### src/logic/graph_types_pkg.sv
package graph_types_pkg;

	////////////////////////////////
	// Field widths
	////////////////////////////////

	localparam int GRAPH_WORD_BITS = 32;
	localparam int VERTEX_ID_BITS  = 16;
	localparam int DEGREE_BITS     = 16;
	// Unsigned fixed point, sums wrap modulo 2^32
	localparam int RANK_BITS       = 32;

	// Tag carried next to every incoming word
	localparam logic WORD_KIND_VERTEX = 1'b0;
	localparam logic WORD_KIND_EDGE   = 1'b1;

	////////////////////////////////
	// Word views
	////////////////////////////////

	typedef struct packed {
		logic [VERTEX_ID_BITS-1:0] vertex_id;
		logic [DEGREE_BITS-1:0]    edge_count;
	} vertex_view_t;

	typedef struct packed {
		logic [RANK_BITS-1:0] edge_value;
	} edge_view_t;

	// Same 32 bits, read by word_kind
	typedef union packed {
		vertex_view_t vertex_view;
		edge_view_t   edge_view;
	} graph_word_u;

endpackage

### src/logic/unit_config_pkg.sv
package unit_config_pkg;

	////////////////////////////////
	// Queue sizing
	////////////////////////////////

	localparam int VERTEX_QUEUE_DEPTH = 16;
	localparam int EDGE_QUEUE_DEPTH   = 16;

	////////////////////////////////
	// Statistics counters
	////////////////////////////////

	// Finished vertices
	localparam int VERTEX_COUNT_BITS = 16;
	// Edges consumed by the sum
	localparam int EDGE_COUNT_BITS   = 32;

endpackage

### src/logic/job_queue.sv
`timescale 1ns/1ps

module job_queue #(
	parameter int WIDTH = 32,
	parameter int DEPTH = 16
) (
	input  logic             clock,
	input  logic             rstn,
	input  logic             push,
	input  logic [WIDTH-1:0] push_data,
	input  logic             pop,
	output logic [WIDTH-1:0] pop_data,
	output logic             empty,
	output logic             full
);
	localparam int PTR_BITS   = (DEPTH > 1) ? $clog2(DEPTH) : 1;
	localparam int COUNT_BITS = $clog2(DEPTH + 1);

	logic [WIDTH-1:0]      mem [DEPTH];
	logic [PTR_BITS-1:0]   wr_ptr;
	logic [PTR_BITS-1:0]   rd_ptr;
	logic [COUNT_BITS-1:0] count;
	logic                  do_push;
	logic                  do_pop;

	// Wrap at DEPTH, which need not be a power of two
	function automatic logic [PTR_BITS-1:0] next_ptr(input logic [PTR_BITS-1:0] ptr);
		if (ptr == PTR_BITS'(DEPTH - 1)) begin
			return '0;
		end
		return ptr + 1'b1;
	endfunction

	// Push into a full queue is dropped
	assign do_push = push && !full;
	assign do_pop  = pop && !empty;

	always_ff @(posedge clock) begin
		if (do_push) begin
			mem[wr_ptr] <= push_data;
		end
	end

	always_ff @(posedge clock or negedge rstn) begin
		if (!rstn) begin
			wr_ptr <= '0;
			rd_ptr <= '0;
			count  <= '0;
		end else begin
			if (do_push) begin
				wr_ptr <= next_ptr(wr_ptr);
			end
			if (do_pop) begin
				rd_ptr <= next_ptr(rd_ptr);
			end
			case ({do_push, do_pop})
				2'b10:   count <= count + 1'b1;
				2'b01:   count <= count - 1'b1;
				default: count <= count;
			endcase
		end
	end

	// Head is visible before the pop
	assign pop_data = mem[rd_ptr];
	assign empty    = (count == '0);
	assign full     = (count == COUNT_BITS'(DEPTH));

endmodule

### src/logic/graph_word_decode.sv
`timescale 1ns/1ps

module graph_word_decode (
	input  logic                                 clock,
	input  logic                                 rstn,
	input  logic                                 enabled,
	input  logic                                 word_valid,
	input  logic                                 word_kind,
	input  graph_types_pkg::graph_word_u         word_data,
	input  logic                                 vertex_pop,
	input  logic                                 edge_pop,
	output logic                                 vertex_ready,
	output graph_types_pkg::graph_word_u         vertex_word,
	output logic                                 edge_ready,
	output logic [graph_types_pkg::RANK_BITS-1:0] edge_value,
	output logic                                 enabled_q,
	output logic                                 job_request
);
	import graph_types_pkg::*;
	import unit_config_pkg::*;

	logic        word_valid_q;
	logic        word_kind_q;
	graph_word_u word_data_q;
	logic        vertex_push;
	logic        edge_push;
	logic        vertex_empty;
	logic        vertex_full;
	logic        edge_empty;
	logic        edge_full;

	////////////////////////////////
	// Input register
	////////////////////////////////

	always_ff @(posedge clock or negedge rstn) begin
		if (!rstn) begin
			word_valid_q <= 1'b0;
			enabled_q    <= 1'b0;
		end else begin
			word_valid_q <= word_valid;
			enabled_q    <= enabled;
		end
	end

	always_ff @(posedge clock) begin
		word_kind_q <= word_kind;
		word_data_q <= word_data;
	end

	// Steer by tag
	assign vertex_push = word_valid_q && (word_kind_q == WORD_KIND_VERTEX);
	assign edge_push   = word_valid_q && (word_kind_q == WORD_KIND_EDGE);

	////////////////////////////////
	// Queues
	////////////////////////////////

	job_queue #(
		.WIDTH(GRAPH_WORD_BITS),
		.DEPTH(VERTEX_QUEUE_DEPTH)
	) vertex_queue (
		.clock    (clock),
		.rstn     (rstn),
		.push     (vertex_push),
		.push_data(word_data_q),
		.pop      (vertex_pop),
		.pop_data (vertex_word),
		.empty    (vertex_empty),
		.full     (vertex_full)
	);

	// Only the edge value is kept
	job_queue #(
		.WIDTH(RANK_BITS),
		.DEPTH(EDGE_QUEUE_DEPTH)
	) edge_queue (
		.clock    (clock),
		.rstn     (rstn),
		.push     (edge_push),
		.push_data(word_data_q.edge_view.edge_value),
		.pop      (edge_pop),
		.pop_data (edge_value),
		.empty    (edge_empty),
		.full     (edge_full)
	);

	assign vertex_ready = !vertex_empty;
	assign edge_ready   = !edge_empty;

	// Ask for more vertex work once the queue drains
	always_ff @(posedge clock or negedge rstn) begin
		if (!rstn) begin
			job_request <= 1'b0;
		end else begin
			job_request <= vertex_empty;
		end
	end

endmodule

### src/logic/rank_sum_engine.sv
`timescale 1ns/1ps

module rank_sum_engine (
	input  logic                                      clock,
	input  logic                                      rstn,
	input  logic                                      enabled_q,
	input  logic                                      vertex_ready,
	input  graph_types_pkg::graph_word_u              vertex_word,
	input  logic                                      edge_ready,
	input  logic [graph_types_pkg::RANK_BITS-1:0]      edge_value,
	output logic                                      vertex_pop,
	output logic                                      edge_pop,
	output logic                                      edge_taken,
	output logic                                      done,
	output logic [graph_types_pkg::VERTEX_ID_BITS-1:0] done_vertex_id,
	output logic [graph_types_pkg::RANK_BITS-1:0]      done_rank_sum
);
	import graph_types_pkg::*;

	// Low is idle, high is summing edges of the held vertex
	logic                      accumulating;
	logic [DEGREE_BITS-1:0]    remaining;
	logic [VERTEX_ID_BITS-1:0] vertex_id;
	logic [RANK_BITS-1:0]      rank_sum;
	logic                      last_edge_seen;

	assign last_edge_seen = (remaining == '0);

	////////////////////////////////
	// Pop and finish strobes
	////////////////////////////////

	// Next vertex only when idle
	assign vertex_pop = !accumulating && vertex_ready && enabled_q;

	// One edge per cycle while edges remain
	assign edge_pop   = accumulating && !last_edge_seen && edge_ready && enabled_q;
	assign edge_taken = edge_pop;

	// Zero-edge vertex finishes on its first accumulating cycle
	assign done = accumulating && last_edge_seen && enabled_q;

	////////////////////////////////
	// Control state
	////////////////////////////////

	always_ff @(posedge clock or negedge rstn) begin
		if (!rstn) begin
			accumulating <= 1'b0;
			remaining    <= '0;
		end else begin
			if (vertex_pop) begin
				accumulating <= 1'b1;
				remaining    <= vertex_word.vertex_view.edge_count;
			end else if (edge_pop) begin
				remaining <= remaining - 1'b1;
			end else if (done) begin
				accumulating <= 1'b0;
			end
		end
	end

	// Vertex id and running sum
	always_ff @(posedge clock) begin
		if (vertex_pop) begin
			vertex_id <= vertex_word.vertex_view.vertex_id;
			rank_sum  <= '0;
		end else if (edge_pop) begin
			// wraps modulo 2^32
			rank_sum <= rank_sum + edge_value;
		end
	end

	assign done_vertex_id = vertex_id;
	assign done_rank_sum  = rank_sum;

endmodule

### src/logic/rank_write_out.sv
`timescale 1ns/1ps

module rank_write_out (
	input  logic                                          clock,
	input  logic                                          rstn,
	input  logic                                          enabled_q,
	input  logic                                          done,
	input  logic [graph_types_pkg::VERTEX_ID_BITS-1:0]     done_vertex_id,
	input  logic [graph_types_pkg::RANK_BITS-1:0]          done_rank_sum,
	input  logic                                          edge_taken,
	output logic                                          write_valid,
	output logic [graph_types_pkg::VERTEX_ID_BITS-1:0]     write_vertex_id,
	output logic [graph_types_pkg::RANK_BITS-1:0]          write_rank_sum,
	output logic [unit_config_pkg::VERTEX_COUNT_BITS-1:0] vertex_count,
	output logic [unit_config_pkg::EDGE_COUNT_BITS-1:0]   edge_count
);

	////////////////////////////////
	// Write pulse
	////////////////////////////////

	always_ff @(posedge clock or negedge rstn) begin
		if (!rstn) begin
			write_valid <= 1'b0;
		end else begin
			write_valid <= done;
		end
	end

	always_ff @(posedge clock) begin
		if (done) begin
			write_vertex_id <= done_vertex_id;
			write_rank_sum  <= done_rank_sum;
		end
	end

	////////////////////////////////
	// Running totals
	////////////////////////////////

	// Both totals freeze while disabled
	always_ff @(posedge clock or negedge rstn) begin
		if (!rstn) begin
			vertex_count <= '0;
			edge_count   <= '0;
		end else if (enabled_q) begin
			if (done) begin
				vertex_count <= vertex_count + 1'b1;
			end
			if (edge_taken) begin
				edge_count <= edge_count + 1'b1;
			end
		end
	end

endmodule

### src/logic/pagerank_unit.sv
`timescale 1ns/1ps

module pagerank_unit (
	input  logic                                          clock,
	input  logic                                          rstn,
	input  logic                                          enabled,
	input  logic                                          word_valid,
	input  logic                                          word_kind,
	input  graph_types_pkg::graph_word_u                  word_data,
	output logic                                          job_request,
	output logic                                          write_valid,
	output logic [graph_types_pkg::VERTEX_ID_BITS-1:0]     write_vertex_id,
	output logic [graph_types_pkg::RANK_BITS-1:0]          write_rank_sum,
	output logic [unit_config_pkg::VERTEX_COUNT_BITS-1:0] vertex_count,
	output logic [unit_config_pkg::EDGE_COUNT_BITS-1:0]   edge_count
);
	import graph_types_pkg::*;

	logic                      enabled_q;
	logic                      vertex_ready;
	graph_word_u               vertex_word;
	logic                      edge_ready;
	logic [RANK_BITS-1:0]      edge_value;
	logic                      vertex_pop;
	logic                      edge_pop;
	logic                      edge_taken;
	logic                      done;
	logic [VERTEX_ID_BITS-1:0] done_vertex_id;
	logic [RANK_BITS-1:0]      done_rank_sum;

	////////////////////////////////
	// Decode
	////////////////////////////////

	graph_word_decode graph_word_decode_inst (
		.clock       (clock),
		.rstn        (rstn),
		.enabled     (enabled),
		.word_valid  (word_valid),
		.word_kind   (word_kind),
		.word_data   (word_data),
		.vertex_pop  (vertex_pop),
		.edge_pop    (edge_pop),
		.vertex_ready(vertex_ready),
		.vertex_word (vertex_word),
		.edge_ready  (edge_ready),
		.edge_value  (edge_value),
		.enabled_q   (enabled_q),
		.job_request (job_request)
	);

	////////////////////////////////
	// Execute
	////////////////////////////////

	rank_sum_engine rank_sum_engine_inst (
		.clock         (clock),
		.rstn          (rstn),
		.enabled_q     (enabled_q),
		.vertex_ready  (vertex_ready),
		.vertex_word   (vertex_word),
		.edge_ready    (edge_ready),
		.edge_value    (edge_value),
		.vertex_pop    (vertex_pop),
		.edge_pop      (edge_pop),
		.edge_taken    (edge_taken),
		.done          (done),
		.done_vertex_id(done_vertex_id),
		.done_rank_sum (done_rank_sum)
	);

	////////////////////////////////
	// Result
	////////////////////////////////

	rank_write_out rank_write_out_inst (
		.clock          (clock),
		.rstn           (rstn),
		.enabled_q      (enabled_q),
		.done           (done),
		.done_vertex_id (done_vertex_id),
		.done_rank_sum  (done_rank_sum),
		.edge_taken     (edge_taken),
		.write_valid    (write_valid),
		.write_vertex_id(write_vertex_id),
		.write_rank_sum (write_rank_sum),
		.vertex_count   (vertex_count),
		.edge_count     (edge_count)
	);

endmodule

### config.mk
export PLATFORM = sky130hd
export DESIGN_NAME = pagerank_unit
export DESIGN_NICKNAME = d
export VERILOG_FILES = /design/src/logic/graph_types_pkg.sv /design/src/logic/unit_config_pkg.sv /design/src/logic/job_queue.sv /design/src/logic/graph_word_decode.sv /design/src/logic/rank_sum_engine.sv /design/src/logic/rank_write_out.sv /design/src/logic/pagerank_unit.sv
export SDC_FILE = /design/constraint.sdc
export NUM_CORES = 1
export LEC_CHECK = 0
export BUFFER_PORTS_ARGS = -buffer_cell sky130_fd_sc_hd__buf_2
export CORE_ASPECT_RATIO = 1.2
export CORE_MARGIN = 3
export CORE_UTILIZATION = 60
export DETAILED_ROUTE_END_ITERATION = 8
export PLACE_DENSITY_LB_ADDON = 0.12
export SYNTH_ARGS = -nofsm -noshare
export SYNTH_HDL_FRONTEND = slang
export SYNTH_SLANG_ARGS = --single-unit
### constraint.sdc
create_clock -name clock -period 5.3 [get_ports clock]
set_input_delay 1.06 -clock clock [delete_from_list [all_inputs] [get_ports clock]]
set_output_delay 1.06 -clock clock [all_outputs]
set_load 0.01 [all_outputs]
* Word-level counts from Yosys, hierarchy flattened
Memories as Yosys holds them, arrays and structs flattened.
Cells that the tools add are included.
** Operators by class
- Add/subtract/negate cells :: 12
- Equal/unequal tests :: 11
- Muxes and demuxes :: 27
- Bitwise gates (word level) :: 1
- Reduce and logical (&&, ||, !) cells :: 29
** Operator list (number)
- $add 32x1->32 const B :: 1
- $add 32x32->32 :: 1
- $mux 16 :: 2
- $mux 4 :: 8
- $pmux 5 s2 :: 2
- $add 16x1->16 const B :: 1
- $add 4x1->4 const B :: 4
- $eq 4x4->1 const B :: 4
- $logic_not 16->1 :: 1
- $sub 16x1->16 const B :: 1
- $mux 1 :: 15
- $logic_and 1x1->1 :: 13
- $add 5x1->5 const B :: 2
- $eq 5x5->1 const B :: 2
- $logic_not 5->1 :: 2
- $sub 5x1->5 const B :: 2
- $reduce_bool 2->1 :: 4
- $logic_not 1->1 :: 6
- $reduce_and 2->1 :: 3
- $eq 2x1->1 const B :: 2
- $eq 2x2->1 const B :: 2
- $ne 2x1->1 const B :: 1
- $not 1->1 :: 1
** Word-level totals
- Flip-flop bits (word level) :: 224
- RAM bits :: 1024
- Input bits :: 37
- Output and inout port bits :: 98
- Word-level logic and storage cells :: 102
- Memories :: 2
** Memories
- graph_word_decode_inst.edge_queue.mem :: depth 16, width 32, read ports 1, clocked after Yosys merged registers in 0, write ports 1, RTL line job_queue.sv:19 : logic [WIDTH-1:0] mem [DEPTH];
- graph_word_decode_inst.vertex_queue.mem :: depth 16, width 32, read ports 1, clocked after Yosys merged registers in 0, write ports 1, RTL line job_queue.sv:19

* Depth between registers and ports, before layout
Gate-level depths: netlist of the first run.
- Depth in word-level cells :: 8
- Gate-level depth with buffers :: 17
- Depth with buffers taken out :: 13

* By module
A second synthesis of the first run with hierarchy kept.
** Unflattened totals
- Cells, all modules :: 2493
- Area, all modules :: 48550.3 µm²
** By module, submodules not included
- job_queue at graph_word_decode_inst.edge_queue :: times used 1, cells an instance 885, area each 20040.5 µm², seq. area each 15700.1 µm²
- job_queue at graph_word_decode_inst.vertex_queue :: times used 1, cells an instance 890, area each 19982.9 µm², seq. area each 15700.1 µm²
- rank_sum_engine :: times used 1, cells an instance 452, area each 4098.9 µm², seq. area each 1546.5 µm²
- rank_write_out :: times used 1, cells an instance 226, area each 3668.5 µm², seq. area each 2667.6 µm²
- graph_word_decode :: times used 1, cells an instance 40, area each 759.5 µm², seq. area each 735.7 µm²

* Worst setup path after synthesis of the first run
OpenSTA, ideal clock, no wires.
- Kind :: register to register
- Start :: reg graph_word_decode_inst.edge_queue.rd_ptr[0]
- End :: reg rank_sum_engine_inst.rank_sum[31] (netlist: rank_sum_engine_inst.done_rank_sum[31])
- Setup time :: 0.120 ns
- Arrival :: 4.398 ns
- Required time :: 5.180 ns
- Path slack :: 0.782 ns
- Cell stages (with the launch flop) :: 15
- Buffers on the path :: 3
- Clock period less this slack :: 4.518 ns
- Cell sequence :: dfrtp_1 buf_2 buf_1 buf_2 mux4_2 mux4_2 ha_1 o21ai_0 a32o_1 a31oi_2 a31o_2 a31oi_4 or3b_1 and4_1 a211o_1
** On the way
- Longest elaborated chain between the ends :: 2
** Ends and longest elaborated chain
- from (decl) :: RTL line job_queue.sv:21 : logic [PTR_BITS-1:0] rd_ptr;
- from (signal assigned) :: RTL line job_queue.sv:54 : rd_ptr <= next_ptr(rd_ptr);
- $mem_v2 16x32
- $add 32x32->32 :: RTL line rank_sum_engine.sv:70 : rank_sum <= rank_sum + edge_value;
- to (signal assigned) :: RTL line rank_sum_engine.sv:70
- to (decl) :: RTL line rank_sum_engine.sv:24 : logic [RANK_BITS-1:0] rank_sum;
Every way passes these cells.
A chain may end at the register's enable or synchronous reset.

* Worst setup path in the final report of the first run
- Start :: reg graph_word_decode_inst.edge_queue.rd_ptr[1]
- End :: reg rank_sum_engine_inst.rank_sum[31] (netlist: rank_sum_engine_inst.done_rank_sum[31])
Same word-level chain as after synthesis.

==> results of run 1 <==
-- worst max-delay path, stage by stage (launching register included) --
cell	delay, ps
dfrtp_4	1110
buf_4	520
mux4_2	360
mux4_2	480
ha_1	460
a21oi_1	150
o21bai_1	140
a21oi_1	100
o21ai_0	340
a31oi_4	100
or3b_1	420
and4_1	190
a211o_1	270
-- worst min path at each step --
stage                                                            from                                                end  cells after the start
floorplan            rank_sum_engine_inst.done_vertex_id[0]$_DFFE_PN_   rank_write_out_inst.write_vertex_id[0]$_DFFE_PP_                      0
global placement     rank_sum_engine_inst.done_vertex_id[6]$_DFFE_PN_   rank_write_out_inst.write_vertex_id[6]$_DFFE_PP_                      0
detailed placement   rank_sum_engine_inst.done_vertex_id[9]$_DFFE_PN_   rank_write_out_inst.write_vertex_id[9]$_DFFE_PP_                      0
CTS                  rank_sum_engine_inst.done_vertex_id[7]$_DFFE_PN_   rank_write_out_inst.write_vertex_id[7]$_DFFE_PP_                      0
global route        rank_sum_engine_inst.done_vertex_id[10]$_DFFE_PN_  rank_write_out_inst.write_vertex_id[10]$_DFFE_PP_                      0
finish               rank_sum_engine_inst.done_vertex_id[7]$_DFFE_PN_   rank_write_out_inst.write_vertex_id[7]$_DFFE_PP_                      0
-- power by group through the flow --
stage | registers (W) | clock network (W) | logic (W)
3_3_place_gp | 0.0125 | 0 | 0.00786
2_1_floorplan | 0.0120 | 0 | 0.00648
6_report | 0.0123 | 0.00801 | 0.00807
3_5_place_dp | 0.0125 | 0 | 0.00805
4_1_cts | 0.0123 | 0.00815 | 0.00809
5_1_grt | 0.0124 | 0.00854 | 0.00872
-- flip-flops by register name, summed over array words and instances (netlist names), 5 cells and up --
register                                   cells
graph_word_decode_inst.vertex_queue.count      5
rank_sum_engine_inst.done_rank_sum            32
graph_word_decode_inst.edge_queue.mem        512
graph_word_decode_inst.edge_queue.count        5
rank_write_out_inst.write_rank_sum            32
rank_sum_engine_inst.remaining                16
rank_write_out_inst.vertex_count              16
graph_word_decode_inst.word_data_q            32
rank_write_out_inst.write_vertex_id           16
rank_write_out_inst.edge_count                32
graph_word_decode_inst.vertex_queue.mem      512
rank_sum_engine_inst.done_vertex_id           16
-- kinds of logic (layout without fill, tap and decap cells) --
family	after synthesis	count (layout)	synth area share, %
other	0	3	0
and+or+nand+nor	308	308	3.12
xor gates and xnor gates	100	100	1.81
AOI/OAI and AO/OA	188	188	2.41
DFF	1248	1248	75.1
buffers and inverters	141	441	1.20
adders and majority gates	55	55	1.47
muxes	322	322	14.9
-- cell usage in the layout, fill, tap and decap left out, types with 15 or more instances in the layout --
cell type,count
inv_1,33
dfxtp_1,65
ha_1,52
xor2_1,31
a21oi_1,44
edfxtp_1,1088
o21ai_0,65
clkinv_2,29
clkbuf_16,116
xnor2_1,69
nand2_1,94
buf_2,133
nand3_1,56
buf_4,48
a21o_1,26
dfrtp_1,88
and2_2,15
clkinv_1,16
nand4_1,15
nor2_1,48
clkbuf_1,27
mux4_2,319
-- through the flow --
step | util (%) | cell area (um2) | setup slack (ps) | power, W
finish | 68.2 | 54300 | 522 | 0.0284
global route | 68.2 | 54300 | 304 | 0.0297
CTS | 68.2 | 54300 | 577 | 0.0286
detailed placement | 63.5 | 50600 | 576 | 0.0206
global placement | 63.5 | 50600 | 630 | 0.0203
floorplan | - | 48400 | 782 | 0.0184
-- per-layer routing --
| layer | vias up | global-route usage (%) | wire length, um |
|---|---|---|---|
| li1 | 10000 | - | - |
| met1 | 12300 | 32.6 | 39500 |
| met2 | 711 | 43.8 | 54000 |
| met3 | 180 | 2.91 | 4900 |
| met4 | 0 | 8.16 | 2860 |
| met5 | - | 0 | 0 |
-- cell type report --
type / count / area, um2 / share of cell area [%]
Multi-Input combinational cell: 973 / 11600 / 21.4
Inverter: 34 / 128 / 0.235
Sequential cell: 1248 / 36400 / 67.0
Timing Repair Buffer: 188 / 1170 / 2.15
Clock buffer: 152 / 3130 / 5.76
Antenna cell: 3 / 7.51 / 0.0138
Clock inverter: 67 / 554 / 1.02
Tap cell: 1035 / 1290 / 2.39
==> impl_metrics.csv, run 1 <==
group,metric,value,unit
outcome,outcome,"finished, final reports clean",
synthesis,synth.top_cell.area_share,67.5,%
sta,finalSetupViolCount,0,
clock_tree,clk_latency,680,ps
min_path,worst_hold_path_type,"reg2reg",
die,die_x,265,um
sta,whs,425,ps
layout,nFillCells,4920,
layout,area_growth,12.1,%
sta,fin_crit_sh,90.1,%
clock_tree,root_buffer,"clkbuf_16",
synthesis,post_synth.cell_area_avg,20.5,um2
worst_setup_path,crit_required,5870,ps
worst_setup_path,crit_path_end_kind,"flip-flop",
synthesis,synthTopCellsByArea,"edfxtp_1 67%, mux4_2 15%, dfrtp_1 4.9%",
pwr,peakVddDrop,0.322,mV
clock_tree,cts_setup_buffers,0,
placed_design,numPortBuffers,134,
sta,slew_viol_final,0,
pwr,p_seq_share,43.4,%
sta,rsz0062_at_grt,"no",
global_routing,antenna_found_initial,0,
sta,final.setup_skew,29.3,ps
clock_tree,cts_tree,"done",
worst_setup_path,critPathLaunch,"graph_word_decode_inst.edge_queue.rd_ptr[1]$_DFFE_PN0P_",
die,ios,135,
synthesis,synth_cells,2362,
placed_design,gp_congestion,0.855,
worst_setup_path,start_kind,"flip-flop",
route,dr.first_iter.drc_count,2059,
layout,final_nets,2652,
placed_design,dpl.cell_count,3478,
global_routing,track_usage,24.7,%
global_routing,grt_max_degree,75,
global_routing,grt_pass1_wl,153000,um
clock_tree,post_cts_resized,0,
clock_tree,clock-sinks,1248,
sta,fmax,0.209,GHz
sta,layout_min_cycle_time,4780,ps
placed_design,post-dp-hpwl,57600,um
sta,worst_pin_slew,1230,ps
synthesis,synthTopCellsByCount,"1088 x edfxtp_1, 319 x mux4_2, 95 x dfrtp_1",
synthesis,synth_cell_types,66,
synthesis,synth_warnings,0,
synthesis,synthesis.nets,2454,
die,initial_utilization,60.8,%
synthesis,synth.most_common_cell,"edfxtp_1",
global_routing,grt_pass1_vias,24300,
synthesis,synth_edf_count,1088,
pwr,comb_power_share,28.4,%
synthesis,yosysSeqAreaShare,75.1,%
die,die_height,317,um
pwr,p_int,0.0199,W
worst_setup_path,cp.arrival,5340,ps
pwr,swShare,29.8,%
synthesis,synthFlopType,"edfxtp_1",
route,wl_per_cell,27.4,um
clock_tree,cts_made_buffers,115,
sta,finalHoldViolCount,0,
route,ant_nets,0,
layout,instances_no_fill,3700,
clock_tree,htree_levels,3,
worst_setup_path,reg2regPathDepth,12,
clock_tree,cts_hold_buf,0,
synthesis,synth-seq-cells,1248,
synthesis,synth_top_area_cell,"edfxtp_1",
route,drt-total-wl,101000,um
worst_setup_path,reg2reg_to,"rank_sum_engine_inst.done_rank_sum[31]$_SDFFE_PN0N_",
route,drc,0,
layout,drive_gt1_share,27.8,%
synthesis,synthArstFlopShare,7.61,%
global_routing,gr-total-overflow,0,
sta,relSlewSlack,18.0,%
pwr,clkPwrFrac,28.2,%
route,drt_pre_antenna_iters,5,
worst_setup_path,crit_type,"reg2reg",
worst_setup_path,r2r_setup_slack,520,ps
flow_run,cap_violations,0,
pwr,power_switching,0.00847,W
die,dieArea,84100,um2
worst_setup_path,crit_end,"rank_sum_engine_inst.done_rank_sum[31]$_SDFFE_PN0N_",
clock_tree,clk_pin_slew_worst_paths,60,ps
worst_setup_path,crit_fanout,74,
synthesis,synth_area,48400,um2
die,rows,113,
pwr,power_leakage,18.1,nW
route,vias,23200,
sta,fin_setup_tns,0,ps
worst_setup_path,reg2reg_from,"graph_word_decode_inst.edge_queue.rd_ptr[1]$_DFFE_PN0P_",
pwr,power_density,523,nW/um2
clock_tree,clk_path_buf_depth,3,
route,via_per_inst,6.28,
die,coreArea,79600,um2
(Power assumes the default switching activity.)
==> inputs of run 2 (changes only) <==
Settings changed: SYNTH_HIERARCHICAL from default to 1.
==> run 2 against run 1 <==
Against the previous run:
- synthesized area is 0.27% higher
- combinational power barely moved
- core utilization is 0.37 points higher
- clock power grew 6.5%
- sequential share of layout area is 0.37 points lower
- worst hold slack worse by 6.0 ps
- global-route usage grew 1.6 points
- non-clock buffer count up 14
- critical path type unchanged
- critical endpoint is now rank_sum_engine_inst/done_rank_sum[29]$_SDFFE_PP0P_
==> impl_metrics.csv, run 2 <==
group,metric,value,unit
synthesis,post_synth.cell_area_avg,19.5,um2
layout,final_cell_mix,"1088 x edfxtp_1, 256 x mux4_2, 133 x buf_2, 126 x clkbuf_16, 106 x nand2_1",
die,rows,113,
clock_tree,htree_levels,3,
route,dr.first_iter.drc_count,2801,
pwr,peakVddDrop,0.330,mV
route,drt_pre_antenna_iters,5,
clock_tree,cts_tree,"done",
layout,nFillCells,5035,
die,die_x,266,um
global_routing,gr-total-overflow,0,
sta,fmax,0.212,GHz
clock_tree,clock-sinks,1248,
clock_tree,post_cts_resized,0,
worst_setup_path,cp.arrival,5250,ps
clock_tree,cts_made_buffers,115,
route,drc,0,
route,drt-total-wl,109000,um
placed_design,gp_congestion,0.860,
clock_tree,root_buffer,"clkbuf_16",
global_routing,grt_pass1_vias,25500,
global_routing,antenna_found_initial,0,
placed_design,post-dp-hpwl,61700,um
synthesis,synth_area,48500,um2
route,vias,24800,
layout,final_common_cell,"edfxtp_1",
layout,drive_gt1_share,26.1,%
route,ant_nets,0,
sta,worst_pin_slew,1270,ps
clock_tree,clk_latency,690,ps
die,coreArea,79600,um2
pwr,p_seq_share,42.6,%
sta,finalHoldViolCount,0,
clock_tree,cts_hold_buf,0,
die,initial_utilization,61.0,%
synthesis,synth_cells,2491,
worst_setup_path,reg2regPathDepth,14,
min_path,worst_hold_path_type,"in2async",
pwr,power_density,530,nW/um2
worst_setup_path,reg2reg_to,"rank_sum_engine_inst/done_rank_sum[29]$_SDFFE_PP0P_",
pwr,comb_power_share,27.9,%
global_routing,track_usage,26.3,%
sta,final.setup_skew,25.1,ps
layout,area_growth,12.4,%
sta,rsz0062_at_grt,"no",
layout,final_nets,2783,
clock_tree,clk_path_buf_depth,3,
die,dieArea,84400,um2
flow_run,cap_violations,0,
global_routing,grt_pass1_wl,164000,um
sta,finalSetupViolCount,0,
placed_design,numPortBuffers,134,
sta,slew_viol_final,0,
sta,fin_crit_sh,89.1,%
worst_setup_path,crit_path_end_kind,"flip-flop",
route,wl_per_cell,28.5,um
layout,post-route-util,68.5,%
pwr,clkPwrFrac,29.5,%
sta,relSlewSlack,15.0,%
pwr,swShare,30.3,%
sta,fin_setup_tns,0,ps
pwr,p_int,0.0201,W
worst_setup_path,crit_required,5820,ps
outcome,outcome,"finished, final reports clean",
pwr,power_switching,0.00878,W
layout,top_regs,"graph_word_decode_inst/edge_queue/mem x512, graph_word_decode_inst/vertex_queue/mem x512",
synthesis,synthesis.nets,2584,
die,die_height,318,um
worst_setup_path,reg2reg_from,"graph_word_decode_inst/edge_queue/rd_ptr[0]$_DFFE_PN0P_",
synthesis,synth_warnings,6,
pwr,power_leakage,18.5,nW
clock_tree,clk_pin_slew_worst_paths,70,ps
worst_setup_path,start_kind,"flip-flop",
worst_setup_path,crit_fanout,20,
worst_setup_path,crit_type,"reg2reg",
global_routing,grt_max_degree,74,
worst_setup_path,r2r_setup_slack,580,ps
route,via_per_inst,6.49,
sta,layout_min_cycle_time,4720,ps
clock_tree,cts_setup_buffers,0,
layout,diodes,0,
die,ios,135,
==> run 2: changes by cell type in the layout (fill, tap and decap cells not counted), sizes merged, moves of 6 or more <==
cell / previous run / this run
a21oi: 45 / 34
clkbuf: 152 / 174
and4: 2 / 13
o22ai: 0 / 66
clkinv: 47 / 31
nand2: 94 / 107
xor2: 31 / 22
nor4: 7 / 13
nand4: 16 / 22
mux4: 319 / 256
buf: 188 / 202
clkinvlp: 9 / 3
a22oi: 0 / 65
==> run 2: how the worst max path moves through the flow <==
stage / start / cells after the start / end
3_5_place_dp: graph_word_decode_inst/edge_queue/rd_ptr[0]$_DFFE_PN0P_ / 14 / rank_sum_engine_inst/done_rank_sum[30]$_SDFFE_PP0P_
4_1_cts: graph_word_decode_inst/edge_queue/rd_ptr[0]$_DFFE_PN0P_ / 14 / rank_sum_engine_inst/done_rank_sum[30]$_SDFFE_PP0P_
6_report: graph_word_decode_inst/edge_queue/rd_ptr[0]$_DFFE_PN0P_ / 14 / rank_sum_engine_inst/done_rank_sum[29]$_SDFFE_PP0P_
2_1_floorplan: graph_word_decode_inst/edge_queue/rd_ptr[0]$_DFFE_PN0P_ / 16 / rank_sum_engine_inst/done_rank_sum[30]$_SDFFE_PP0P_
5_1_grt: graph_word_decode_inst/edge_queue/rd_ptr[0]$_DFFE_PN0P_ / 14 / rank_sum_engine_inst/done_rank_sum[30]$_SDFFE_PP0P_
3_3_place_gp: graph_word_decode_inst/edge_queue/rd_ptr[0]$_DFFE_PN0P_ / 14 / rank_sum_engine_inst/done_rank_sum[30]$_SDFFE_PP0P_
==> run 2: power by group through the flow <==
stage	combinational [W]	clock (W)	sequential [W]
4_1_cts	0.00806	0.00867	0.0123
2_1_floorplan	0.00633	0	0.0120
3_5_place_dp	0.00801	0	0.0125
6_report	0.00807	0.00853	0.0123
3_3_place_gp	0.00782	0	0.0125
5_1_grt	0.00874	0.00908	0.0124
==> run 2: cell type report <==
type	instances	area (um2)	area share, %
inverters	34	128	0.234
clock buffers	174	3530	6.48
clock inverters	44	458	0.839
well taps	1035	1290	2.37
multi-input cells	1089	11600	21.2
flip-flops and latches	1248	36400	66.6
repair buffers	202	1230	2.26
==> run 2: metrics by stage <==
stage / std cells / total power, W / hold slack (ps) / instance area, um2 / setup WS (ps)
finish: 3826 / 0.0289 / 419 / 54600 / 578
global route: 3826 / 0.0302 / 433 / 54600 / 253
CTS: 3826 / 0.0291 / 419 / 54600 / 512
detailed placement: 3608 / 0.0205 / 407 / 50600 / 529
global placement: 3608 / 0.0203 / 403 / 50600 / 567
floorplan: 2491 / 0.0183 / 400 / 48500 / 1200
==> run 2: critical path, cell delays in order, from the launching register on <==
cell,delay (ps)
dfrtp_4,680
buf_4,420
mux4_2,550
a22oi_1,260
nand2_1,160
ha_1,400
and4_1,260
and3_1,180
a31oi_1,380
o21ai_0,250
a21o_1,260
a311oi_1,370
o21ai_0,160
xnor2_1,140
o21ai_0,80
==> run 2: routing by layer <==
layer	GRT usage (%)	wire, um
met4	7.63	2480
met2	45.9	57200
met5	0	0
met1	35.3	42500
met3	3.44	6840
==> inputs of run 3 (changes only) <==
==> constraint.sdc (replaced) <==
create_clock -name clock -period 5.3 [get_ports clock]
set_input_delay 0.53 -clock clock [delete_from_list [all_inputs] [get_ports clock]]
set_output_delay 0.53 -clock clock [all_outputs]
set_load 0.01 [all_outputs]
==> run 3 against run 2 <==
Against the previous run:
- clock-buffer cell count shrank 12
- register-to-register slack got worse by 40 ps
- combinational power about the same
==> impl_metrics.csv, run 3 (synthesized netlist as in run 2, its figures left out) <==
group,metric,value,unit
sta,slew_viol_final,0,
clock_tree,clk_path_buf_depth,3,
clock_tree,root_buffer,"clkbuf_16",
worst_setup_path,crit_end,"rank_sum_engine_inst/done_rank_sum[31]$_SDFFE_PP0P_",
global_routing,antenna_found_initial,2,
route,wl_per_cell,27.8,um
sta,whs,419,ps
layout,top_regs,"graph_word_decode_inst/edge_queue/mem x512, graph_word_decode_inst/vertex_queue/mem x512",
global_routing,track_usage,26.0,%
min_path,worst_hold_path_type,"reg2reg",
route,drt_pre_antenna_iters,5,
clock_tree,cts_made_buffers,116,
die,initial_utilization,61.0,%
sta,rsz0062_at_grt,"no",
worst_setup_path,crit_fanout,51,
clock_tree,clk_pin_slew_worst_paths,60,ps
sta,relSlewSlack,14.3,%
layout,nFillCells,5040,
layout,diodes,0,
flow_run,cap_violations,0,
layout,final_cell_mix,"1088 x edfxtp_1, 256 x mux4_2, 133 x buf_2, 117 x clkbuf_16, 106 x nand2_1",
die,ios,135,
layout,area_growth,13.0,%
die,rows,113,
placed_design,gp_congestion,0.832,
global_routing,grt_pass1_vias,25700,
pwr,power_leakage,18.5,nW
worst_setup_path,reg2regPathDepth,14,
sta,finalHoldViolCount,0,
clock_tree,cts_tree,"done",
worst_setup_path,reg2reg_to,"rank_sum_engine_inst/done_rank_sum[31]$_SDFFE_PP0P_",
route,via_per_inst,6.42,
sta,fin_crit_sh,89.8,%
route,ant_nets,0,
route,drt-total-wl,107000,um
sta,fmax,0.210,GHz
layout,final_common_cell,"edfxtp_1",
clock_tree,clock-sinks,1248,
worst_setup_path,cp.arrival,5330,ps
die,die_height,318,um
sta,layout_min_cycle_time,4760,ps
outcome,outcome,"finished, final reports clean",
worst_setup_path,crit_required,5870,ps
sta,fin_setup_tns,0,ps
die,coreArea,79600,um2
worst_setup_path,critPathLaunch,"graph_word_decode_inst/edge_queue/rd_ptr[1]$_DFFE_PN0P_",
route,drc,0,
sta,final.setup_skew,28.5,ps
global_routing,gr-total-overflow,0,
clock_tree,htree_levels,3,
pwr,power_density,525,nW/um2
die,dieArea,84400,um2
route,vias,24800,
global_routing,grt_max_degree,74,
worst_setup_path,crit_path_end_kind,"flip-flop",
worst_setup_path,start_kind,"flip-flop",
worst_setup_path,crit_type,"reg2reg",
die,die_x,266,um
sta,worst_pin_slew,1280,ps
placed_design,numPortBuffers,134,
route,dr.first_iter.drc_count,2541,
pwr,peakVddDrop,0.389,mV
placed_design,post-dp-hpwl,61200,um
min_path,worstHoldStart,"rank_sum_engine_inst/done_vertex_id[15]$_DFFE_PP_",
clock_tree,cts_setup_buffers,0,
layout,drive_gt1_share,25.5,%
sta,finalSetupViolCount,0,
layout,final_nets,2817,
worst_setup_path,reg2reg_from,"graph_word_decode_inst/edge_queue/rd_ptr[1]$_DFFE_PN0P_",
global_routing,grt_pass1_wl,162000,um
clock_tree,clk_latency,700,ps
worst_setup_path,r2r_setup_slack,540,ps
run 3: area by class of cell:
type / instances / area (um2) / area share [%]
clock buffers: 162 / 3240 / 5.90
clock inverters: 57 / 698 / 1.27
inverters: 34 / 128 / 0.233
multi-input cells: 1089 / 11600 / 21.1
flip-flops and latches: 1248 / 36400 / 66.3
well taps: 1035 / 1290 / 2.36
repair buffers: 235 / 1570 / 2.87
run 3: report_power, final:
| part | switching [W] | total (W) | internal, W |
|---|---|---|---|
| Sequential | 0.000804 | 0.0123 | 0.0115 |
| Clock | 0.00354 | 0.00846 | 0.00492 |
| Combinational | 0.00444 | 0.00807 | 0.00363 |
| Total | 0.00879 | 0.0288 | 0.0200 |
run 3: how the worst min path moves through the flow:
stage / to / slack, ps / depth (start not counted)
final: rank_write_out_inst/write_vertex_id[15]$_DFFE_PP_ / 420 / 0
after global routing: rank_write_out_inst/write_vertex_id[9]$_DFFE_PP_ / 430 / 0
after CTS: graph_word_decode_inst/word_data_q[18]$_DFF_P_ / 420 / 2
after detailed placement: rank_write_out_inst/write_vertex_id[15]$_DFFE_PP_ / 400 / 0
after global placement: rank_write_out_inst/write_vertex_id[12]$_DFFE_PP_ / 400 / 0
after floorplan: graph_word_decode_inst/edge_queue/count[0]$_DFFE_PN0P_ / 230 / 0
run 3: metrics by stage:
step / area [um2] / total power, W / instances / util (%) / worst slack (ps)
after floorplan: 48500 / 0.0183 / 2491 / - / 1200
after global placement: 50600 / 0.0202 / 3605 / 63.5 / 563
after detailed placement: 50600 / 0.0205 / 3605 / 63.5 / 533
after CTS: 54800 / 0.0290 / 3860 / 68.9 / 526
after global routing: 54800 / 0.0301 / 3860 / 68.9 / 304
final: 54800 / 0.0288 / 3860 / 68.9 / 538
run 3: layer usage:
metal	GRT usage, %	share of wire (%)	up-vias
li1	-	-	10600
met1	34.9	39	12900
met2	45.1	52	1002
met3	3.12	6.0	205
met4	8.12	2.6	0
met5	0	0	-
run 3: repair_timing:
item	CTS	global route
gates resized for setup	0	0
hold buffers	36	0
endpoints found under the hold margin	93	0
run 3: worst max-delay path, stage by stage (launching register included):
cell and delay (ps):
dfrtp_4 770, buf_4 720, mux4_2 410, a22oi_1 210, nand2_1 100, ha_1 380, and3_1 230, and2_1 200
a221oi_1 300, o31a_1 330, o22ai_1 180, a221oi_1 340, xnor2_1 170, nand2_1 100, mux2i_1 150
